<file path="src/rtl/snowbro2_defs.svh">
/* main bus address map and clock enables */
`ifndef SNOWBRO2_DEFS_SVH
`define SNOWBRO2_DEFS_SVH

// byte address compares
`define ROM_TOP     24'h07FFFF
`define WRAM_BASE   8'h10       // bits 23:16
`define VDP_BASE    4'h3        // bits 23:20
`define PAL_BASE    4'h4        // bits 23:20
`define IO_BASE     12'h700     // bits 23:12

// offsets inside the I/O page
`define IO_JMPR     12'h000
`define IO_DSWA     12'h004
`define IO_DSWB     12'h008
`define IO_IN1      12'h00C
`define IO_IN2      12'h010
`define IO_SYS      12'h01C
`define IO_OKIBANK  12'h030

`define CEN_NUM     1           // 16 MHz out of 96 MHz
`define CEN_DEN     6

`define WRAM_AW     15
`define PAL_AW      11

`endif

</file>
<file path="src/rtl/cen_divider.sv">
/* 16 MHz clock enables */
`timescale 1ns/1ns
`default_nettype none
`include "snowbro2_defs.svh"

module cen_divider (
    input  wire clk96,
    input  wire reset96,
    output wire cen16,
    output wire cen16b
);

    localparam int HALF = `CEN_DEN / 2;

    logic [4:0] cnt;
    logic [4:0] sum;

    assign sum = cnt + 5'(`CEN_NUM);

    // cen16 on wrap, cen16b when crossing half a period
    assign cen16  = (sum >= 5'(`CEN_DEN));
    assign cen16b = (cnt < 5'(HALF)) && (sum >= 5'(HALF));

    always_ff @(posedge clk96 or posedge reset96) begin
        if (reset96) begin
            // preset so the first cycle after reset wraps
            cnt <= 5'(`CEN_DEN - `CEN_NUM);
        end else if (cen16) begin
            cnt <= sum - 5'(`CEN_DEN);
        end else begin
            cnt <= sum;
        end
    end

endmodule

`default_nettype wire

</file>
<file path="config.mk">
export PLATFORM = sky130hd
export DESIGN_NAME = cen_divider
export DESIGN_NICKNAME = d
export VERILOG_FILES = /design/src/rtl/cen_divider.sv
export VERILOG_INCLUDE_DIRS = /design/src /design/src/rtl
export SDC_FILE = /design/constraint.sdc
export NUM_CORES = 1
export LEC_CHECK = 0
export BUFFER_PORTS_ARGS = -buffer_cell sky130_fd_sc_hd__buf_4
export CAP_MARGIN = 40
export CELL_PAD_IN_SITES_DETAIL_PLACEMENT = 0
export CELL_PAD_IN_SITES_GLOBAL_PLACEMENT = 1
export CORE_AREA = 2 2 39 41
export DETAILED_ROUTE_END_ITERATION = 16
export DIE_AREA = 0 0 41 43
export GPL_TIMING_DRIVEN = 0
export PLACE_DENSITY_LB_ADDON = 0.1
export SLEW_MARGIN = 30
export SYNTH_ARGS = -nofsm -noshare
export SYNTH_HDL_FRONTEND = slang
export SYNTH_SLANG_ARGS = --single-unit
export TNS_END_PERCENT = 30
</file>
<file path="constraint.sdc">
create_clock -name clk96 -period 2.02 [get_ports clk96]
set_input_delay 0.404 -clock clk96 [delete_from_list [all_inputs] [get_ports clk96]]
set_output_delay 0.404 -clock clk96 [all_outputs]
set_load 0.1 [all_outputs]
</file>
==> reports/results.md <==
* **kind of capture point of the worst setup path** output pin
* **peak supply drop** 0.367 mV
* **category of the most critical setup path** flip-flop to output pin
* **clock sink count** 5
* **number of H-tree branching levels** 1
* **internal power** 177 µW
* **most area-consuming cells after synthesis** sky130_fd_sc_hd__dfrtp_1 19%, sky130_fd_sc_hd__ha_1 16%, sky130_fd_sc_hd__dfstp_2 13%, sky130_fd_sc_hd__xor2_1 6.5%, sky130_fd_sc_hd__a21oi_4 4.0%
* **Post-synth EDFFs** 0
* **number of global-route vias before repair** 354
* **post-route design area** 594 µm²
* **total global routing track utilization** 0.138
* **sequential cell area fraction in the yosys report** 0.318
* **Min-Delay Path Class** input port to async pin
* **family with the most delay on the worst path** flip-flops
* **cell taking the most area after synthesis** sky130_fd_sc_hd__dfrtp_1
* **Antenna Nets Post-Route** 0
* **largest net degree at the start of global routing** 6
* **post-synthesis instance area** 402 µm²
* **Reg clk slew, reported paths** 40 ps
* **ys async rst share** 1.00
* **setup repair after global routing missed its margin** true
* **sequential share of power** 0.461
* **relative area change from synthesis to final layout** 48.0%
* **Yosys warnings** 0
* **Horiz. Die Dim** 41 µm
* **DR vias** 310
* **Final Cycle Share** 1.19
* **Biggest register** cnt
* **largest buffer count on any clock path** 2
* **most common cell in the netlist** sky130_fd_sc_hd__ha_1
* **violations in the final reports** setup timing
* **total clock buffers created by CTS** 3
* **global-route wire length before repair** 1570 µm
* **height of the chip** 43 µm
* **type of origin of the critical path** flip-flop
* **Fmax achieved** 0.418 GHz
* **post-synthesis sequential element count** 5
* **synthesized instance count** 39
* **WL/cell** 12.9 µm
* **placeable core area** 0.00138 mm²
* **commonest cells in the synthesized netlist** 5 x sky130_fd_sc_hd__ha_1, 4 x sky130_fd_sc_hd__inv_1, 3 x sky130_fd_sc_hd__dfrtp_1, 3 x sky130_fd_sc_hd__xor2_1
* **Die Footprint** 0.00176 mm²
* **worst setup slack after layout** -375 ps
* **transition time at the pin with the least slew margin** 266 ps
* **Area after DPL** 524 µm²
* **biggest regs** cnt x5
* **PD cells** 367 mW/mm²
* **data required time of the worst path** 1620 ps
* **detailed-route wire length** 836 µm
* **Port Buf Inserts** 3
* **cell repeated most along the worst path** sky130_fd_sc_hd__ha_4
* **Gate power share** 0.015
* **DRT iter0 DRCs** 3
* **switching part of the total power** 0.191
* **max_cap viols** 0
* **Clock power frac** 0.524
* **setup-violating endpoint count in the final report** 2
* **weighted congestion reported at the end of routability-driven placement** 0.658
* **share of final-layout standard cells stronger than drive strength 1** 0.510
* **Slowest-stage cell, CP** sky130_fd_sc_hd__dfstp_2
* **routed vias/inst** 4.77
* **sw power** 41.7 µW
* **crit path time final** 2390 ps
* **leak pwr** 0.000229 µW
* **relative slew slack** 0.823
* **total power after layout** 218 µW
* **starting utilization of the core area** 0.290
* **number of slew-limit violations in the final report** 0
* **sequence of cells on the critical path** ha_4 -> xnor2_4 -> ha_4 -> nand2_4 -> a2111oi_4 -> buf_6
* **share of the synthesized area in the top cell type** 0.187
* **endpoints failing hold** 0
* **antenna diode count** 0
* **number of top-level design ports** 4
* **Netlist cell types** 25
* **post-detailed-route DRC marker count** 0
* **clk_lat worst skew** 240 ps
* **antenna violations before repair** 0
* **top fanout value on the critical path** 4
* **worst clock skew on the final layout** 5.19 ps
* **dpl hpwl** 655 µm
* **post-cts hold buffer count** 0
* **buffer cell driving the clock tree root** sky130_fd_sc_hd__clkbuf_4
* **Post-Synthesis Mean Instance Area** 10.3 µm²
* **number of nets in the layout** 57
* **CTS tree** done
* **most instantiated flip-flop cell in the synthesis netlist** sky130_fd_sc_hd__dfrtp_1
* **Crit path arrival time** 1990 ps
* **delay of the slowest cell on the worst path** 600 ps
* **number of placement rows** 14
* **Remaining Overflow, GRT** 0
* **flip-flop count of the largest register after layout** 5
* **TritonRoute pass-1 iters** 2
* **worst path bufs/invs** 1
* **net count of the mapped netlist** 46
* **status** complete, but fails checks
## worst register-to-register path, cell delays in order (launching register included)
cell and delay (ps):
sky130_fd_sc_hd__dfstp_2 600, sky130_fd_sc_hd__ha_4 200, sky130_fd_sc_hd__xnor2_4 150, sky130_fd_sc_hd__inv_2 100, sky130_fd_sc_hd__ha_2 240, sky130_fd_sc_hd__or3_1 370, sky130_fd_sc_hd__a21oi_1 160
## cell families after synthesis
logic type,share of synthesized area
AOI/OAI and AO/OA,0.181
buffers and inverters,0.0467
and+or+nand+nor,0.146
adders and majority gates,0.156
muxes,0.0249
DFF,0.318
xor gates and xnor gates,0.128
## power by group through the flow
stage / clock network, µW / logic (µW) / registers, µW
2_1_floorplan: 0 / 1.59 / 102
3_3_place_gp: 0 / 3.13 / 102
3_5_place_dp: 0 / 3.39 / 102
4_1_cts: 118 / 3.39 / 101
5_1_grt: 127 / 4.15 / 101
6_report: 114 / 3.29 / 101
## cell usage in the layout, fill, tap and decap left out, types with 2 or more instances in the layout
cell type	instances
sky130_fd_sc_hd__buf_4	4
sky130_fd_sc_hd__xor2_1	3
sky130_fd_sc_hd__ha_4	3
sky130_fd_sc_hd__clkbuf_4	3
sky130_fd_sc_hd__dfrtp_1	3
sky130_fd_sc_hd__inv_4	2
sky130_fd_sc_hd__nor2_1	2
sky130_fd_sc_hd__nand3_1	2
sky130_fd_sc_hd__inv_1	2
sky130_fd_sc_hd__dfstp_2	2
## final cells by class
| type | count | area, µm² |
|---|---|---|
| Clock buffer | 4 | 26.3 |
| Fill cell | 139 | 790 |
| Inverter | 5 | 23.8 |
| Multi-Input combinational cell | 29 | 340 |
| Sequential cell | 5 | 128 |
| Tap cell | 16 | 20.0 |
| Timing Repair Buffer | 6 | 56.3 |
## per-stage QoR
stage | setup slack, ps | TNS [ps] | cells | hold slack, ps | utilization
5_1_grt | -447 | -856 | 65 | 75.8 | 0.429
2_1_floorplan | -700 | -717 | 39 | 181 | -
3_5_place_dp | -222 | -408 | 58 | 314 | 0.379
6_report | -375 | -715 | 65 | 56.1 | 0.429
3_3_place_gp | -208 | -364 | 58 | 303 | 0.379
4_1_cts | -383 | -735 | 63 | 54.8 | 0.419
## routing by layer
| layer | global-route usage | vias up | share of wire |
|---|---|---|---|
| met5 | 0 | - | 0 |
| met4 | 0.0800 | 0 | 0.013 |
| met3 | 0.0471 | 2 | 0.018 |
| met2 | 0.203 | 4 | 0.53 |
| met1 | 0.164 | 148 | 0.43 |
| li1 | - | 156 | - |
## what timing repair did
action | 4_1_cts | 5_1_grt
resized for setup | 6 | 0
setup buffers | 1 | 2
setup endpoints to repair | 2 | 2
pin swaps | 3 | 2
## worst paths after layout
check                                       from          endpoint  slack (ps)  depth (start not counted)
worst min register to register  cnt[0]$_DFF_PP1_  cnt[0]$_DFF_PP1_         530                          1
max in group asynchronous                reset96  cnt[2]$_DFF_PP1_        1720                          2
min in group clk96              cnt[0]$_DFF_PP1_  cnt[0]$_DFF_PP1_         530                          1
worst max-delay path            cnt[0]$_DFF_PP1_            cen16b        -370                          6
worst max register to register  cnt[0]$_DFF_PP1_  cnt[2]$_DFF_PP1_         120                          6
worst min-delay path                     reset96  cnt[1]$_DFF_PP0_          60                          2
(Power assumes the default switching activity.)
