### src/rtl/snowbro2_defs.svh
/* main bus address map and clock enables */
`ifndef SNOWBRO2_DEFS_SVH
`define SNOWBRO2_DEFS_SVH

// byte address compares
`define ROM_TOP     24'h07FFFF
`define WRAM_BASE   8'h10       // bits 23:16
`define VDP_BASE    4'h3        // bits 23:20
`define PAL_BASE    4'h4        // bits 23:20
`define IO_BASE     12'h700     // bits 23:12

// offsets inside the I/O page
`define IO_JMPR     12'h000
`define IO_DSWA     12'h004
`define IO_DSWB     12'h008
`define IO_IN1      12'h00C
`define IO_IN2      12'h010
`define IO_SYS      12'h01C
`define IO_OKIBANK  12'h030

`define CEN_NUM     1           // 16 MHz out of 96 MHz
`define CEN_DEN     6

`define WRAM_AW     15
`define PAL_AW      11

`endif

### src/rtl/snowbro2_pkg.sv
/* main bus types */
`default_nettype none

package snowbro2_pkg;

    // device selected by the current address
    typedef enum logic [2:0] {
        REG_NONE,
        REG_ROM,
        REG_WRAM,
        REG_VDP,
        REG_PAL,
        REG_IO
    } region_t;

    typedef enum logic [1:0] {
        ST_IDLE,
        ST_DECODE,
        ST_WAIT,
        ST_ACK
    } bus_state_t;

    typedef enum logic [2:0] {
        OP_NONE,
        OP_SET_PTR,
        OP_SEL_REG,
        OP_WR_REG,
        OP_WR_RAM,
        OP_RD_RAM_H,
        OP_RD_RAM_L
    } vdp_op_t;

endpackage

`default_nettype wire

### src/rtl/cpu_bus_if.sv
/* 68000 bus signals */
`timescale 1ns/1ns
`default_nettype none

interface cpu_bus_if;
    logic [23:1] addr;     // word address
    logic [15:0] wdata;
    logic        rw;       // 1 = read
    logic        uds_n;
    logic        lds_n;
    logic        as_n;

    modport master (
        output addr,
        output wdata,
        output rw,
        output uds_n,
        output lds_n,
        output as_n
    );

    modport slave (
        input addr,
        input wdata,
        input rw,
        input uds_n,
        input lds_n,
        input as_n
    );
endinterface

`default_nettype wire

### src/rtl/addr_decode.sv
/* address decode and read mux */
`timescale 1ns/1ns
`default_nettype none
`include "snowbro2_defs.svh"

module addr_decode (
    input  wire                    clk96,
    input  wire                    reset96,
    cpu_bus_if.slave               bus,
    input  wire                    commit,
    output snowbro2_pkg::region_t  region,
    output logic                   dev_ready,
    output logic                   prg_cs,
    output logic [18:0]            prg_addr,
    input  wire  [15:0]            prg_data,
    input  wire                    prg_ok,
    input  wire  [15:0]            vdp_dout,
    input  wire                    vdp_ack,
    input  wire  [9:0]             joystick1,
    input  wire  [9:0]             joystick2,
    input  wire  [1:0]             start_button,
    input  wire  [1:0]             coin_input,
    input  wire                    service,
    input  wire                    dip_test,
    input  wire  [7:0]             dipsw_a,
    input  wire  [7:0]             dipsw_b,
    input  wire  [7:0]             dipsw_c,
    output logic [1:0]             wram_we,
    output logic [`WRAM_AW-1:0]    wram_addr,
    input  wire  [15:0]            wram_q,
    output logic [1:0]             pal_we,
    output logic [`PAL_AW-1:0]     pal_addr,
    input  wire  [15:0]            pal_q,
    output logic [15:0]            cpu_din
);

    logic [23:0] addr_8;
    logic [7:0]  p1_byte;
    logic [7:0]  p2_byte;
    logic [7:0]  sys_byte;
    logic [15:0] rd_data;
    logic [1:0]  lane_we;
    logic        cycle_done;

    assign addr_8 = {bus.addr, 1'b0};   // byte address, easier to follow the map

    always_comb begin
        if (addr_8 <= `ROM_TOP)                   region = snowbro2_pkg::REG_ROM;
        else if (addr_8[23:16] == `WRAM_BASE)     region = snowbro2_pkg::REG_WRAM;
        else if (addr_8[23:20] == `VDP_BASE)      region = snowbro2_pkg::REG_VDP;
        else if (addr_8[23:20] == `PAL_BASE)      region = snowbro2_pkg::REG_PAL;
        else if (addr_8[23:12] == `IO_BASE)       region = snowbro2_pkg::REG_IO;
        else                                      region = snowbro2_pkg::REG_NONE;
    end

    always_comb begin
        case (region)
            snowbro2_pkg::REG_ROM: dev_ready = prg_cs && prg_ok;
            snowbro2_pkg::REG_VDP: dev_ready = vdp_ack;
            default:               dev_ready = 1'b1;
        endcase
    end

    // byte lanes, only on the commit edge of a write
    assign lane_we   = {2{commit && !bus.rw}} & ~{bus.uds_n, bus.lds_n};
    assign wram_we   = (region == snowbro2_pkg::REG_WRAM) ? lane_we : 2'b00;
    assign pal_we    = (region == snowbro2_pkg::REG_PAL)  ? lane_we : 2'b00;
    assign wram_addr = bus.addr[`WRAM_AW:1];
    assign pal_addr  = bus.addr[`PAL_AW:1];

    // cabinet inputs are active low
    assign p1_byte  = {2'b00, ~joystick1[5], ~joystick1[4],
                       ~joystick1[0], ~joystick1[1], ~joystick1[2], ~joystick1[3]};
    assign p2_byte  = {2'b00, ~joystick2[5], ~joystick2[4],
                       ~joystick2[0], ~joystick2[1], ~joystick2[2], ~joystick2[3]};
    assign sys_byte = {1'b0, ~start_button[1], ~start_button[0], ~coin_input[1],
                       ~coin_input[0], ~dip_test, 1'b0, ~service};

    always_comb begin
        rd_data = 16'h0000;
        case (region)
            snowbro2_pkg::REG_ROM:  rd_data = prg_data;
            snowbro2_pkg::REG_WRAM: rd_data = wram_q;
            snowbro2_pkg::REG_PAL:  rd_data = pal_q;
            snowbro2_pkg::REG_VDP:  rd_data = vdp_dout;
            snowbro2_pkg::REG_IO: begin
                case (addr_8[11:0])
                    `IO_JMPR: rd_data = {2{dipsw_c}};
                    `IO_DSWA: rd_data = {2{dipsw_a}};
                    `IO_DSWB: rd_data = {2{dipsw_b}};
                    `IO_IN1:  rd_data = {2{p1_byte}};
                    `IO_IN2:  rd_data = {2{p2_byte}};
                    `IO_SYS:  rd_data = {8'h00, sys_byte};
                    default:  rd_data = 16'h0000;
                endcase
            end
            default: rd_data = 16'h0000;
        endcase
    end

    always_ff @(posedge clk96 or posedge reset96) begin
        if (reset96) begin
            cpu_din    <= 16'h0000;
            prg_cs     <= 1'b0;
            cycle_done <= 1'b0;
        end else begin
            if (commit && bus.rw) cpu_din <= rd_data;
            if (bus.as_n) cycle_done <= 1'b0;
            else if (commit) cycle_done <= 1'b1;
            // request stays up until the cycle commits
            prg_cs <= !bus.as_n && (region == snowbro2_pkg::REG_ROM) && !commit && !cycle_done;
        end
    end

    always_ff @(posedge clk96) begin
        if (!bus.as_n) prg_addr <= bus.addr[19:1];
    end

endmodule

`default_nettype wire

### src/flat_wrapper.sv
// flat-port wrapper written by rule: the top's interface ports become plain ports
module addr_decode_flat 
  (clk96, reset96, commit, region, dev_ready, prg_cs, prg_addr, prg_data, prg_ok, vdp_dout, vdp_ack, joystick1, joystick2, start_button, coin_input, service, dip_test, dipsw_a, dipsw_b, dipsw_c, wram_we, wram_addr, wram_q, pal_we, pal_addr, pal_q, cpu_din, bus_addr, bus_wdata, bus_rw, bus_uds_n, bus_lds_n, bus_as_n);
  cpu_bus_if bus_i ();
  input  wire clk96;
  input  wire reset96;
  input  wire commit;
  output snowbro2_pkg::region_t region;
  output logic dev_ready;
  output logic prg_cs;
  output logic [18:0] prg_addr;
  input  wire  [15:0] prg_data;
  input  wire prg_ok;
  input  wire  [15:0] vdp_dout;
  input  wire vdp_ack;
  input  wire  [9:0] joystick1;
  input  wire  [9:0] joystick2;
  input  wire  [1:0] start_button;
  input  wire  [1:0] coin_input;
  input  wire service;
  input  wire dip_test;
  input  wire  [7:0] dipsw_a;
  input  wire  [7:0] dipsw_b;
  input  wire  [7:0] dipsw_c;
  output logic [1:0] wram_we;
  output logic [`WRAM_AW-1:0] wram_addr;
  input  wire  [15:0] wram_q;
  output logic [1:0] pal_we;
  output logic [`PAL_AW-1:0] pal_addr;
  input  wire  [15:0] pal_q;
  output logic [15:0] cpu_din;
  input wire logic [$bits(bus_i.addr)-1:0] bus_addr;
  input wire logic [$bits(bus_i.wdata)-1:0] bus_wdata;
  input wire logic [$bits(bus_i.rw)-1:0] bus_rw;
  input wire logic [$bits(bus_i.uds_n)-1:0] bus_uds_n;
  input wire logic [$bits(bus_i.lds_n)-1:0] bus_lds_n;
  input wire logic [$bits(bus_i.as_n)-1:0] bus_as_n;
  assign bus_i.addr = bus_addr;
  assign bus_i.wdata = bus_wdata;
  assign bus_i.rw = bus_rw;
  assign bus_i.uds_n = bus_uds_n;
  assign bus_i.lds_n = bus_lds_n;
  assign bus_i.as_n = bus_as_n;
  addr_decode u_core (.clk96(clk96), .reset96(reset96), .bus(bus_i), .commit(commit), .region(region), .dev_ready(dev_ready), .prg_cs(prg_cs), .prg_addr(prg_addr), .prg_data(prg_data), .prg_ok(prg_ok), .vdp_dout(vdp_dout), .vdp_ack(vdp_ack), .joystick1(joystick1), .joystick2(joystick2), .start_button(start_button), .coin_input(coin_input), .service(service), .dip_test(dip_test), .dipsw_a(dipsw_a), .dipsw_b(dipsw_b), .dipsw_c(dipsw_c), .wram_we(wram_we), .wram_addr(wram_addr), .wram_q(wram_q), .pal_we(pal_we), .pal_addr(pal_addr), .pal_q(pal_q), .cpu_din(cpu_din));
endmodule
### config.mk
export PLATFORM = sky130hd
export DESIGN_NAME = addr_decode_flat
export DESIGN_NICKNAME = d
export VERILOG_FILES = /design/src/rtl/snowbro2_pkg.sv /design/src/rtl/cpu_bus_if.sv /design/src/rtl/addr_decode.sv /design/src/flat_wrapper.sv
export VERILOG_INCLUDE_DIRS = /design/src /design/src/rtl
export SDC_FILE = /design/constraint.sdc
export NUM_CORES = 1
export LEC_CHECK = 0
export BUFFER_PORTS_ARGS = -buffer_cell sky130_fd_sc_hd__buf_2
export CAP_MARGIN = 20
export CORE_AREA = 2 2 89 91
export CTS_CLUSTER_SIZE = 10
export DETAILED_ROUTE_END_ITERATION = 10
export DIE_AREA = 0 0 91 93
export PLACE_DENSITY = 0.8
export SYNTH_ARGS = -nofsm -noshare
export SYNTH_HDL_FRONTEND = slang
export SYNTH_SLANG_ARGS = --single-unit
### constraint.sdc
create_clock -name clk96 -period 2.15 [get_ports clk96]
set_clock_uncertainty 0.15 [all_clocks]
set_input_delay 0.1075 -clock clk96 [delete_from_list [all_inputs] [get_ports clk96]]
set_output_delay 0.1075 -clock clk96 [all_outputs]
set_load 0.03 [all_outputs]
==> impl_metrics.yaml <==
finish:
  nFillCells: 725
  layout-drive-gt1-share: 0.5070
  nNetsFinal: 664
  antennaDiodeCount: 0
  multi_input_area_um2: 1328
  seqCellArea_um2: 1021
  final_util: 0.5346
  area_growth_pct: 53.36
die:
  die_area_um2: 8463
  core_area_um2: 7527
  fp.dieW_um: 91
  dieHeight_um: 93
  ios: 232
  initial_core_util: 0.3486
  rows: 32
logic_synthesis:
  ys_async_sr_fraction: 0.4865
  synth_top_area_frac: 0.2175
  yosysMostFrequentCell: "buf_4"
  ys_seq_elements: 37
  synth-main-ff-cell: "edfxtp_1"
  synth_cells: 281
  synthDistinctLibCells: 40
  syn_avg_cell_area_um2: 9.337
  ys_seq_area_frac: 0.3891
  synth_edf_count: 19
  yosysWarnings: 0
  synth_common_cells: "buf_4 (27), nor2_1 (21), and2_1 (19), edfxtp_1 (19), nand2_1 (19)"
  yosysTopAreaCell: "edfxtp_1"
  syn-num-nets: 443
  ys_top_cells_by_area: "edfxtp_1 (22%), dfrtp_1 (17%), buf_4 (7.7%)"
  syn_area_um2: 2624
timing:
  finalSetupViolCount: 0
  layout_worst_path_cycle_share: 0.9404
  slew_viol_final: 0
  min_period_ns: 2.022
  rsz0062_at_grt: "false"
  final_hold_viol_count: 0
  worst_pin_slew_ns: 0.7708
  slew-limit-headroom: 0.4822
  finalSetupTns_ns: 0
  timing.fmax_mhz: 494.6
detailed_routing:
  wirelength_um: 9374
  top_layer: "met4"
  routedWlPerCell_um: 15.49
  drt_iter0_drc: 137
  wl_met2_um: 4795
  wl_met3_um: 683
  drt-met1-wl_um: 3799
  antenna_left: 0
  num_vias: 3052
  post-route-drc-count: 0
  drtPass1Iterations: 8
  via_per_inst: 5.045
setup_path:
  path_max_fanout: 3
  worstPathArrival_ns: 1.76
  criticalPathCategory: "input port to output port"
  critPathLaunchType: "input port"
  crit_required_ns: 1.89
  endpoint_kind: "output port"
pwr:
  peakVddDrop_mv: 0.2189
  power_leakage_nw: 2.100
  p_per_area_nw_per_um2: 445.1
  power_mw: 1.791
grt:
  grt_usage: 0.2115
  grt_pass1_vias: 2974
  antenna_found_initial: 0
  grt_pass1_wl_um: 14380
  grt.overflow.total: 0
  grt_max_degree: 21
cts:
  cts-buffers-inserted: 5
  cts.sinks: 37
  clkLatencyLatePin_ns: 0.29
  cts_root_buffer: "clkbuf_8"
  path_clk_slew_ns: 0.07
  cts_tree: "yes"
  htreeDepth: 2
  clock_tree.buffer_depth: 2
flow_run:
  maxCapViolCount: 0
place:
  place_hpwl_um: 7549
  gp_congestion: 0.8179
  port_buffers: 207
min_path:
  hold_class: "input port to flop"
run_status:
  status: "completed"
flip-flops by register name, summed over array words and instances, names as in the netlist:
register,count
u_core.prg_addr,19
u_core.prg_cs,1
u_core.cycle_done,1
u_core.cpu_din,16
placed cells by master, fill, tap and decap left out, drive strengths merged:
cell type / Yosys / routed
o211ai: 4 / 4
o2111ai: 2 / 2
or4: 5 / 5
o22a: 10 / 10
nand3: 1 / 1
a22oi: 12 / 12
dfrtp: 18 / 18
nor3: 5 / 5
clkinvlp: 0 / 1
o21ai: 13 / 13
nor2b: 3 / 3
clkbuf: 4 / 6
nand2: 19 / 19
mux2i: 8 / 8
or3b: 3 / 3
clkinv: 0 / 1
nand4b: 2 / 2
dlygate4sd3: 0 / 21
nor2: 21 / 21
and2: 19 / 19
nor4: 6 / 6
a211o: 1 / 1
and3: 1 / 1
edfxtp: 19 / 19
a21oi: 15 / 15
o32a: 2 / 2
or3: 5 / 5
inv: 8 / 8
a221oi: 12 / 12
nand2b: 13 / 13
buf: 35 / 232
o221a: 4 / 4
and4b: 1 / 1
a222oi: 4 / 4
or4b: 1 / 1
a32oi: 4 / 4
or2: 1 / 1
through the flow:
stage | std cells | hold WS, ns | setup slack (ns) | cell area [um^2]
detailed placement | 576 | 0.09953 | -0.08874 | 3719
CTS | 605 | 0.009733 | 0.04439 | 4013
global route | 605 | 0.01248 | 0.04454 | 4024
finish | 605 | 0.01453 | 0.1281 | 4024
global placement | 576 | 0.1051 | -0.08796 | 3719
floorplan | 281 | -0.1039 | 0.1635 | 2624
area by class of cell:
| cell class | instances | area share |
|---|---|---|
| sequential | 37 | 0.2537 |
| clock buffer | 6 | 0.01803 |
| timing repair buffer | 253 | 0.3563 |
| clock inverter | 2 | 0.002799 |
| inverter | 8 | 0.007463 |
| tap | 102 | 0.03172 |
| multi-input combinational | 197 | 0.3299 |
repair_timing:
action	in CTS	in global routing
hold endpoints to repair	37	0
gates resized for setup	0	4
hold buffers	21	0
endpoints found under the setup margin	0	12
setup buffers	0	0
layer usage:
metal	GRT usage	up-vias
li1	-	1493
met1	0.2556	1401
met2	0.3889	149
met3	0.04271	9
met4	0.04545	0
met5	0	-
power breakdown:
part | total [mW] | internal, mW | switching [mW]
clock network | 0.487 | 0.225 | 0.262
registers | 0.790 | 0.781 | 0.00872
logic | 0.514 | 0.217 | 0.297
final timing paths:
path                            cells past startpoint                             end                     startpoint  slack, ns
worst max register to register                      3   u_core.cpu_din[0]$_DFFE_PP0P_  u_core.cpu_din[0]$_DFFE_PP0P_       0.63
worst min-delay path                                4  u_core.cpu_din[11]$_DFFE_PP0P_                   vdp_dout[11]       0.01
max in group asynchronous                           3  u_core.cpu_din[13]$_DFFE_PP0P_                        reset96       1.09
worst min register to register                      2         u_core.prg_cs$_DFF_PP0_  u_core.cycle_done$_DFFE_PP0P_       0.43
worst max-delay path                                6                       region[0]                   bus_addr[18]       0.13
min in group asynchronous                           3   u_core.cycle_done$_DFFE_PP0P_                        reset96       0.31
cells by family after synthesis:
group / synth area share
buffers and inverters: 0.1092
AOI/OAI and AO/OA: 0.2384
muxes: 0.03052
and+or+nand+nor: 0.2327
DFF: 0.3891
worst max-delay path, cell delays in order:
cell,delay (ns)
buf_2,0.10
or4_1,0.62
or2_2,0.35
a211o_1,0.28
o21ai_0,0.07
buf_2,0.23
Power figures use the tool's default switching activity.
