`config.mk`:
```
export PLATFORM = sky130hd
export DESIGN_NAME = bus_cycle_fsm_flat
export DESIGN_NICKNAME = d
export VERILOG_FILES = /design/src/rtl/snowbro2_defs.svh /design/src/rtl/snowbro2_pkg.sv /design/src/rtl/cpu_bus_if.sv /design/src/rtl/bus_cycle_fsm.sv /design/src/flat_wrapper.sv
export SDC_FILE = /design/constraint.sdc
export NUM_CORES = 1
export LEC_CHECK = 0
export BUFFER_PORTS_ARGS = -buffer_cell sky130_fd_sc_hd__buf_4
export CAP_MARGIN = 20
export CORE_AREA = 2 2 39 41
export CTS_CLUSTER_DIAMETER = 200
export DETAILED_ROUTE_END_ITERATION = 10
export DIE_AREA = 0 0 41 43
export SETUP_SLACK_MARGIN = 0.3
export SKIP_CTS_REPAIR_TIMING = 1
export SYNTH_ARGS = -nofsm -noshare
export SYNTH_HDL_FRONTEND = slang
export SYNTH_SLANG_ARGS = --single-unit
```
`constraint.sdc`:
```
create_clock -name clk96 -period 1.1 [get_ports clk96]
set_input_delay 0.11 -clock clk96 [delete_from_list [all_inputs] [get_ports clk96]]
set_output_delay 0.11 -clock clk96 [all_outputs]
set_load 0.005 [all_outputs]
```
`src/rtl/snowbro2_defs.svh`:
```
/* main bus address map and clock enables */
`ifndef SNOWBRO2_DEFS_SVH
`define SNOWBRO2_DEFS_SVH

// byte address compares
`define ROM_TOP     24'h07FFFF
`define WRAM_BASE   8'h10       // bits 23:16
`define VDP_BASE    4'h3        // bits 23:20
`define PAL_BASE    4'h4        // bits 23:20
`define IO_BASE     12'h700     // bits 23:12

// offsets inside the I/O page
`define IO_JMPR     12'h000
`define IO_DSWA     12'h004
`define IO_DSWB     12'h008
`define IO_IN1      12'h00C
`define IO_IN2      12'h010
`define IO_SYS      12'h01C
`define IO_OKIBANK  12'h030

`define CEN_NUM     1           // 16 MHz out of 96 MHz
`define CEN_DEN     6

`define WRAM_AW     15
`define PAL_AW      11

`endif

```
`src/rtl/snowbro2_pkg.sv`:
```
/* main bus types */
`default_nettype none

package snowbro2_pkg;

    // device selected by the current address
    typedef enum logic [2:0] {
        REG_NONE,
        REG_ROM,
        REG_WRAM,
        REG_VDP,
        REG_PAL,
        REG_IO
    } region_t;

    typedef enum logic [1:0] {
        ST_IDLE,
        ST_DECODE,
        ST_WAIT,
        ST_ACK
    } bus_state_t;

    typedef enum logic [2:0] {
        OP_NONE,
        OP_SET_PTR,
        OP_SEL_REG,
        OP_WR_REG,
        OP_WR_RAM,
        OP_RD_RAM_H,
        OP_RD_RAM_L
    } vdp_op_t;

endpackage

`default_nettype wire

```
`src/rtl/cpu_bus_if.sv`:
```
/* 68000 bus signals */
`timescale 1ns/1ns
`default_nettype none

interface cpu_bus_if;
    logic [23:1] addr;     // word address
    logic [15:0] wdata;
    logic        rw;       // 1 = read
    logic        uds_n;
    logic        lds_n;
    logic        as_n;

    modport master (
        output addr,
        output wdata,
        output rw,
        output uds_n,
        output lds_n,
        output as_n
    );

    modport slave (
        input addr,
        input wdata,
        input rw,
        input uds_n,
        input lds_n,
        input as_n
    );
endinterface

`default_nettype wire

```
`src/rtl/bus_cycle_fsm.sv`:
```
/* bus cycle control */
`timescale 1ns/1ns
`default_nettype none

module bus_cycle_fsm (
    input  wire                   clk96,
    input  wire                   reset96,
    cpu_bus_if.slave              bus,
    input  wire                   cen16,
    input  snowbro2_pkg::region_t region,
    input  wire                   dev_ready,
    output wire                   dtack_n,
    output wire                   commit
);

    snowbro2_pkg::bus_state_t state;
    snowbro2_pkg::bus_state_t state_nx;

    // one pulse at the edge where DTACK falls
    assign commit  = (state == snowbro2_pkg::ST_WAIT) && cen16 && dev_ready;
    assign dtack_n = (state != snowbro2_pkg::ST_ACK);

    always_comb begin
        state_nx = state;
        case (state)
            snowbro2_pkg::ST_IDLE: begin
                if (!bus.as_n) begin
                    state_nx = snowbro2_pkg::ST_DECODE;
                end
            end
            snowbro2_pkg::ST_DECODE: begin
                if (bus.as_n) begin
                    state_nx = snowbro2_pkg::ST_IDLE;      // cycle dropped
                end else if (region != snowbro2_pkg::REG_NONE || bus.rw) begin
                    state_nx = snowbro2_pkg::ST_WAIT;      // unmapped reads ack as zero
                end
            end
            snowbro2_pkg::ST_WAIT: begin
                if (commit) begin
                    state_nx = snowbro2_pkg::ST_ACK;
                end
            end
            snowbro2_pkg::ST_ACK: begin
                // hold dtack until the master ends the cycle
                if (bus.as_n) begin
                    state_nx = snowbro2_pkg::ST_IDLE;
                end
            end
            default: state_nx = snowbro2_pkg::ST_IDLE;
        endcase
    end

    always_ff @(posedge clk96 or posedge reset96) begin
        if (reset96) begin
            state <= snowbro2_pkg::ST_IDLE;
        end else begin
            state <= state_nx;
        end
    end

endmodule

`default_nettype wire

```
`src/flat_wrapper.sv`:
```
// flat-port wrapper written by rule: the top's interface ports become plain ports
module bus_cycle_fsm_flat 
  (clk96, reset96, cen16, region, dev_ready, dtack_n, commit, bus_addr, bus_wdata, bus_rw, bus_uds_n, bus_lds_n, bus_as_n);
  cpu_bus_if bus_i ();
  input  wire clk96;
  input  wire reset96;
  input  wire cen16;
  input  snowbro2_pkg::region_t region;
  input  wire dev_ready;
  output wire dtack_n;
  output wire commit;
  input wire logic [$bits(bus_i.addr)-1:0] bus_addr;
  input wire logic [$bits(bus_i.wdata)-1:0] bus_wdata;
  input wire logic [$bits(bus_i.rw)-1:0] bus_rw;
  input wire logic [$bits(bus_i.uds_n)-1:0] bus_uds_n;
  input wire logic [$bits(bus_i.lds_n)-1:0] bus_lds_n;
  input wire logic [$bits(bus_i.as_n)-1:0] bus_as_n;
  assign bus_i.addr = bus_addr;
  assign bus_i.wdata = bus_wdata;
  assign bus_i.rw = bus_rw;
  assign bus_i.uds_n = bus_uds_n;
  assign bus_i.lds_n = bus_lds_n;
  assign bus_i.as_n = bus_as_n;
  bus_cycle_fsm u_core (.clk96(clk96), .reset96(reset96), .bus(bus_i), .cen16(cen16), .region(region), .dev_ready(dev_ready), .dtack_n(dtack_n), .commit(commit));
endmodule
```
==> metrics.cfg, run 1 <==
[setup_path]
r2r_cells=4
critPathTopFamily=flip-flops
arrival_ns=0.95
path_cells=nand2b_4, nor2_2, buf_4
crit_buf_inv=1
cp_slowest_cell=dfrtp_1
cp.required_ns=0.99
critical_path_class=reg -> out
worst-path-max-fanout=3
endpoint_kind=output pin
cp.depth=3
cp_slowest_stage_delay_ns=0.39
startpoint_type=flop

[outcome]
status=completed

[hold_path]
hp-class=in -> reg
hold_depth=2

[timing]
fin_crit_sh_pct=96.8
fin_skew_ns=0.000560
setup_viol=0
whs_ns=0.0701
fmax_ghz=0.940
drv_slew=0
max_slew.worst_pin.slew_ns=0.226
hold_viol=0
maxSlewHeadroom_pct=84.8
rsz0062_at_grt=yes
timing.final.crit_period_ns=1.06

[die]
io_pins=52
start_util_pct=9.04
die_x_um=41
core-area_sq_um=1380
rows=14
die_h_um=43
fp.dieArea_sq_um=1760

[global_route]
grt_pass1_wl_um=545
busiest_layer=met2
grt_overflow=0
grtUsageTotal_pct=4.80
grt_use_met1_pct=5.06
antenna_found_initial=0
grt_max_degree=6
grt_util_met3_pct=0
met2_usage_pct=7.19
first_global_vias=163

[clock_network]
clk_pin_slew_ns=0.03
root_buffer=clkbuf_4
clock_path_buffers=2
cts_buffers=3
cts_tree=done
numClockSinks=2
clock_latency_ns=0.22
cts_max_level=1

[yosys]
async_reset_ff_share_pct=100
synth.most_common_cell=a21oi_1
synth_top_area_share_pct=40.0
syn-mean-instance-area_sq_um=8.34
syn-cell-area_sq_um=125
synth_area_leaders=dfrtp_1, a21oi_1, a211oi_2, or4_4, a21boi_0
synth-seq-cells=2
synth_largest_area_cell=dfrtp_1
syn_nets=65
yosys_warnings=0
synth_cell_types=9
synth_ff_type=dfrtp_1
syn_inst=15
synth_seq_area_share_pct=40.0
synthTopCellsByCount=a21oi_1, dfrtp_1, inv_1, nand2_1, nor2_1
synth-edff-count=0

[power]
power_w=0.000588
power.leakage_nw=0.133
vdd_drop_max_uv=295
cellPowerDensity_nw_per_um2=2090

[detailed_routing]
antenna_left=0
via_count=161
dr.first_iter.drc_count=0
wl_um=375
drt_first_pass_iters=1
drc=0
wire_per_inst_um=8.15
viasPerCell=3.50

[cells_and_area]
finalCoreUtilization_pct=20.3
diodes=0
area_growth_pct=125
drive_above_1_share_pct=66.7
fin_nets=82
final_area_sq_um=282

[placement]
dpl.hpwl_um=303
placed_area_sq_um=224
io_buffers=10
gp_congestion=0.496

[run]
drv_cap=0

==> worst paths after layout <==
kind | startpoint | end | slack (ns)
max reg2reg | u_core.state[0]$_DFFE_PP0P_ | u_core.state[0]$_DFFE_PP0P_ | 0.14
max | u_core.state[0]$_DFFE_PP0P_ | commit | 0.04
min | bus_as_n | flop | 0.07
min reg2reg | u_core.state[0]$_DFFE_PP0P_ | flop | 0.59
max in group asynchronous | reset96 | asynchronous set/reset pin | 0.68
min in group asynchronous | reset96 | u_core.state[0]$_DFFE_PP0P_ | 0.30
==> report_power, final <==
group	internal [W]	switching (W)	leakage [nW]
Combinational	0.000160	0.000105	0.0964
Clock	0.000120	0.0000370	0.0138
Sequential	0.000112	0.0000556	0.0232
Total	0.000391	0.000197	0.133
==> cell type report <==
cell class              instances  area, sq um
inverters                       2         7.51
clock buffers                   3         22.5
fillers                       160         1100
multi-input cells              11         85.1
flip-flops and latches          2         50.0
well taps                      16         20.0
repair buffers                 12         96.3
==> metal layers <==
metal	up-vias	wire length, um
li1	81	-
met1	72	126
met2	8	213
met3	0	36
met4	0	0
met5	-	0
==> through the flow <==
step	std cells	TNS (ns)	worst slack (ns)
final	46	0	0.0356
after floorplan	15	0	0.177
after detailed placement	41	0	0.0209
after global routing	46	-0.00346	-0.00346
after global placement	41	0	0.0340
after CTS	44	-0.0456	-0.0456
==> cell families (layout without fill, tap and decap cells) <==
| group | Yosys count | in the layout | share of synthesized area, % |
|---|---|---|---|
| and+or+nand+nor | 6 | 6 | 26.0 |
| buffers and inverters | 2 | 17 | 6.00 |
| DFF | 2 | 2 | 40.0 |
| AOI/OAI and AO/OA | 5 | 5 | 28.0 |
==> cell usage in the layout, fill, tap and decap left out <==
master | Yosys | routed
nand2b_4 | 0 | 1
nand2_1 | 2 | 2
nor2_1 | 2 | 1
buf_6 | 0 | 1
a21oi_1 | 3 | 1
inv_1 | 2 | 2
a211oi_2 | 1 | 1
nor2_2 | 0 | 1
dfrtp_1 | 2 | 2
a21oi_2 | 0 | 2
clkbuf_4 | 0 | 3
a21boi_0 | 1 | 1
buf_4 | 0 | 10
dlygate4sd3_1 | 0 | 1
or4_4 | 1 | 1
Power figures use the tool's default switching activity.
==> inputs of run 2 (changes only) <==
- CELL_PAD_IN_SITES_DETAIL_PLACEMENT: default -> 0
- CELL_PAD_IN_SITES_GLOBAL_PLACEMENT: default -> 1
- PLACE_DENSITY_LB_ADDON: default -> 0.1
- clock period: 1.1 -> 1.2 ns (I/O delays scaled with it)
==> run 2 against run 1 <==
  * Flip-flop and latch count unchanged
  * Critical endpoint unchanged
  * Largest power group unchanged
  * Design area up 0.89%
  * Clock power down 4%
  * First-iteration DRC count up 1
==> metrics.cfg, run 2 (synthesis results as in run 1) <==
[detailed_routing]
wl_um=370  ; -1.3%
viasPerCell=3.51  ; +0.30%
dr.first_iter.drc_count=1  ; +1
drt_first_pass_iters=2  ; +1
drc=0  ; unchanged
via_count=165  ; +2.5%
antenna_left=0  ; unchanged
wire_per_inst_um=7.87  ; -3.4%

[global_route]
first_global_vias=152  ; -6.7%
grt_pass1_wl_um=531  ; -2.6%
grt_overflow=0  ; unchanged
grt_max_degree=6  ; unchanged
grtUsageTotal_pct=5.10  ; +0.30 points
antenna_found_initial=0  ; unchanged

[timing]
fmax_ghz=0.916
whs_ns=0.0760  ; +0.00596 ns
fin_skew_ns=0.000732  ; +0.000172 ns
fin_crit_sh_pct=91.0
timing.setup.tns_ns=0  ; unchanged
drv_slew=0  ; unchanged
maxSlewHeadroom_pct=85.5  ; +0.74 points
rsz0062_at_grt=yes
setup_viol=0  ; unchanged
hold_viol=0  ; unchanged
timing.final.crit_period_ns=1.09
max_slew.worst_pin.slew_ns=0.215  ; -0.0110 ns

[power]
power_w=0.000566  ; -3.8%
power.leakage_nw=0.135  ; +0.99%
cellPowerDensity_nw_per_um2=1990  ; -4.7%
vdd_drop_max_uv=333  ; +13%

[run]
drv_cap=0  ; unchanged

[clock_network]
cts_tree=done
clock_latency_ns=0.23  ; about the same
root_buffer=clkbuf_4
clock_path_buffers=2  ; unchanged
cts_buffers=3  ; unchanged
cts_max_level=1  ; unchanged
clk_pin_slew_ns=0.03  ; about the same
numClockSinks=2  ; unchanged

[setup_path]
arrival_ns=0.97  ; +0.02 ns
endpoint_kind=output pin
worstReg2RegStart=u_core.state[0]$_DFFE_PP0P_
cp.required_ns=1.08  ; +0.09 ns
worst-path-max-fanout=3  ; unchanged
reg2reg_slack_ns=0.24  ; +0.10 ns
startpoint_type=flop
r2r_cells=4  ; unchanged
critical_path_class=reg -> out

[die]
die_h_um=43  ; unchanged
die_x_um=41  ; unchanged
core-area_sq_um=1380  ; unchanged
start_util_pct=9.04  ; unchanged
io_pins=52  ; unchanged
rows=14  ; unchanged
fp.dieArea_sq_um=1760  ; unchanged

[cells_and_area]
finalCoreUtilization_pct=20.5  ; +0.18 points
diodes=0  ; unchanged
area_growth_pct=127
layout_common_cells=buf_4, clkbuf_4
final_area_sq_um=284  ; +0.89%
final_common_cell=buf_4
drive_above_1_share_pct=71.0  ; +4.3 points
fin_nets=83  ; +1.2%

[hold_path]
min_from=bus_as_n
hold_depth=2  ; unchanged
hp-class=in -> reg

[outcome]
status=completed

[placement]
gp_congestion=0.519  ; +4.6%
placed_area_sq_um=224  ; unchanged
io_buffers=10  ; unchanged

run 2: worst max-delay path, stage by stage, from the launching register on:
cell,delay (ns)
dfrtp_2,0.40
nand2b_4,0.15
nor2_2,0.09
buf_4,0.11
run 2: final cells by class:
| cell class | count | area, sq um |
|---|---|---|
| Fill cell | 164 | 1100 |
| Sequential cell | 2 | 52.6 |
| Multi-Input combinational cell | 11 | 81.3 |
| Timing Repair Buffer | 13 | 100 |
| Tap cell | 16 | 20.0 |
| Clock buffer | 3 | 22.5 |
| Inverter | 2 | 7.51 |
run 2: metrics by stage:
stage                     worst slack, ns  cells
after floorplan                     0.267     15
after global placement              0.125     41
after detailed placement            0.107     41
after CTS                          0.0202     44
after global routing               0.0619     47
final                               0.108     47
run 2: worst max-delay path by stage:
stage | to | cells past startpoint | from | slack, ns
2_1_floorplan | flop | 3 | region[1] | 0.27
3_3_place_gp | flop | 4 | region[1] | 0.13
3_5_place_dp | flop | 4 | region[1] | 0.11
4_1_cts | commit | 3 | u_core.state[0]$_DFFE_PP0P_ | 0.02
5_1_grt | commit | 3 | u_core.state[0]$_DFFE_PP0P_ | 0.06
6_report | commit | 3 | u_core.state[0]$_DFFE_PP0P_ | 0.11
run 2: routing by layer:
layer  GRT usage, %  routed length, um
met5              0                  0
met4           8.00                 16
met3           1.57                 42
met2           5.94                183
met1           5.40                128
run 2: power breakdown:
group          switching, W  leakage, nW  internal, W
Sequential        0.0000453       0.0212     0.000109
Combinational     0.0000978       0.0997     0.000163
Clock             0.0000404       0.0138     0.000110
Total              0.000183        0.135     0.000382
==> inputs of run 3 (changes only) <==
--- a/config.mk
+++ b/config.mk
@@ -18,2 +18,3 @@
 export SKIP_CTS_REPAIR_TIMING = 1
+export SLEW_MARGIN = 5
 export SYNTH_ARGS = -nofsm -noshare
==> constraint.sdc (replaced) <==
create_clock -name clk96 -period 1.2 [get_ports clk96]
set_input_delay 0.24 -clock clk96 [delete_from_list [all_inputs] [get_ports clk96]]
set_output_delay 0.24 -clock clk96 [all_outputs]
set_load 0.005 [all_outputs]
==> run 3 against run 2 <==
  * Global-route usage is 0.20 points higher
  * Flip-flop and latch count unchanged
  * Design area up 1.3%
  * Worst setup slack got worse by 0.098 ns
  * Non-clock buffer count decreased by 1
  * Sequential power shrank 3%
  * Critical endpoint unchanged
  * Largest cell class unchanged
  * Largest power group unchanged
==> metrics.cfg, run 3 (synthesis results as in run 1) <==
[timing]
max_slew.worst_pin.slew_ns=0.201  ; -0.0147 ns
timing.setup.tns_ns=0  ; unchanged
whs_ns=0.185  ; +0.109 ns
hold_viol=0  ; unchanged
rsz0062_at_grt=yes
setup_viol=0  ; unchanged
fmax_ghz=0.840  ; -8.3%
drv_slew=0  ; unchanged
maxSlewHeadroom_pct=86.5  ; +0.99 points
timing.final.crit_period_ns=1.19  ; +0.0982 ns
fin_skew_ns=0.00408  ; +0.00334 ns
fin_crit_sh_pct=99.2  ; +8.2 points

[setup_path]
cp_slowest_cell=dfrtp_1
path_cells=nand2b_4, nor2_4, buf_6
critPathTopFamily=flip-flops
crit_buf_inv=1  ; unchanged
cp.required_ns=0.96  ; -0.12 ns
arrival_ns=0.95  ; -0.02 ns
endpoint_kind=output pin
startpoint_type=flop
cp_slowest_stage_delay_ns=0.38  ; -0.02 ns
worst-path-max-fanout=2  ; -1
critical_path_class=reg -> out

[detailed_routing]
viasPerCell=3.59  ; +2.2%
via_count=165  ; unchanged
drt_first_pass_iters=2  ; unchanged
drc=0  ; unchanged
dr.first_iter.drc_count=2  ; +1
wl_um=383  ; +3.5%
antenna_left=0  ; unchanged
wire_per_inst_um=8.33  ; +5.8%

[die]
start_util_pct=9.04  ; unchanged
die_h_um=43  ; unchanged
core-area_sq_um=1380  ; unchanged
io_pins=52  ; unchanged
fp.dieArea_sq_um=1760  ; unchanged
rows=14  ; unchanged
die_x_um=41  ; unchanged

[global_route]
grtUsageTotal_pct=5.30  ; +0.20 points
first_global_vias=178  ; +17%
grt_pass1_wl_um=607  ; +14%
grt_max_degree=6  ; unchanged
antenna_found_initial=0  ; unchanged
grt_overflow=0  ; unchanged

[power]
cellPowerDensity_nw_per_um2=1980  ; -0.84%
power.leakage_nw=0.133  ; -1.6%
vdd_drop_max_uv=308  ; -7.4%
power_w=0.000568  ; +0.47%

[clock_network]
cts_max_level=1  ; unchanged
clock_latency_ns=0.23  ; about the same
numClockSinks=2  ; unchanged
clk_pin_slew_ns=0.03  ; about the same
clock_path_buffers=2  ; unchanged
cts_buffers=3  ; unchanged
cts_tree=done
root_buffer=clkbuf_4

[placement]
gp_congestion=0.528  ; +1.8%
dpl.hpwl_um=305
dp_cells=42  ; +2.4%
placed_area_sq_um=231  ; +3.4%
io_buffers=10  ; unchanged

[cells_and_area]
diodes=0  ; unchanged
drive_above_1_share_pct=70.0  ; -0.97 points
layout_common_cells=buf_4, clkbuf_4, inv_1, a21oi_2, nand2_1
final_common_cell=buf_4
area_growth_pct=130
fill_cells=163  ; -0.61%
fin_nets=82  ; -1.2%
layout.cells.non_filler=46  ; -2.1%
final_area_sq_um=288  ; +1.3%

[run]
drv_cap=0  ; unchanged

[outcome]
status=completed

[hold_path]
hp-class=in -> reg

==> run 3: cell types whose count changed in the layout (fill, tap and decap cells not counted) <==
cell / before / now
dfrtp_2: 2 / 1
dfrtp_1: 0 / 1
buf_4: 12 / 10
nor2_2: 1 / 0
buf_6: 0 / 1
a21oi_2: 1 / 2
nor2_4: 0 / 1
a21oi_1: 2 / 1
==> run 3: metrics by stage <==
| step | setup WS, ns | utilization (%) |
|---|---|---|
| after floorplan | 0.147 | - |
| after global placement | 0.0140 | 16.7 |
| after detailed placement | -0.0000461 | 16.7 |
| after CTS | -0.0248 | 18.4 |
| after global routing | -0.0274 | 20.8 |
| final | 0.0101 | 20.8 |
==> run 3: worst reg2reg max path, cell delays in order (launching register included) <==
cell and delay (ns):
dfrtp_1 0.38, buf_4 0.16, inv_1 0.06, nor2_1 0.05, a211oi_2 0.21
==> run 3: per-layer routing <==
metal  track usage [%]  up-vias  part of all wire, %
li1                  -       81                    -
met1              5.71       77                   37
met2              6.88        7                   55
met3             0.524        0                  8.6
met4              8.00        0                    0
met5                 0        -                    0
==> run 3: final cells by class <==
type                       count  area, sq um  share of cell area, %
timing repair buffer          12         96.3                   33.5
multi-input combinational     11         90.1                   31.3
sequential                     2         51.3                   17.8
clock buffer                   3         22.5                   7.83
tap                           16         20.0                   6.96
inverter                       2         7.51                   2.61
==> run 3: worst paths after layout <==
path / startpoint / end / slack, ns / cells after the start
worst max-delay path: u_core.state[0]$_DFFE_PP0P_ / commit / 0.01 / 3
worst min-delay path: bus_as_n / flop / 0.19 / 2
worst max register to register: u_core.state[0]$_DFFE_PP0P_ / u_core.state[0]$_DFFE_PP0P_ / 0.26 / 4
worst min register to register: u_core.state[0]$_DFFE_PP0P_ / flop / 0.57 / 2
max in group asynchronous: reset96 / asynchronous set/reset pin / 0.66 / 3
min in group asynchronous: reset96 / u_core.state[0]$_DFFE_PP0P_ / 0.42 / 3
==> run 3: power by group <==
group          switching [W]  internal [W]  leakage (nW)  total, W
registers          0.0000438      0.000106        0.0223  0.000150
clock network      0.0000430      0.000111        0.0138  0.000154
logic               0.000111      0.000154        0.0965  0.000265
total               0.000198      0.000371         0.133  0.000568
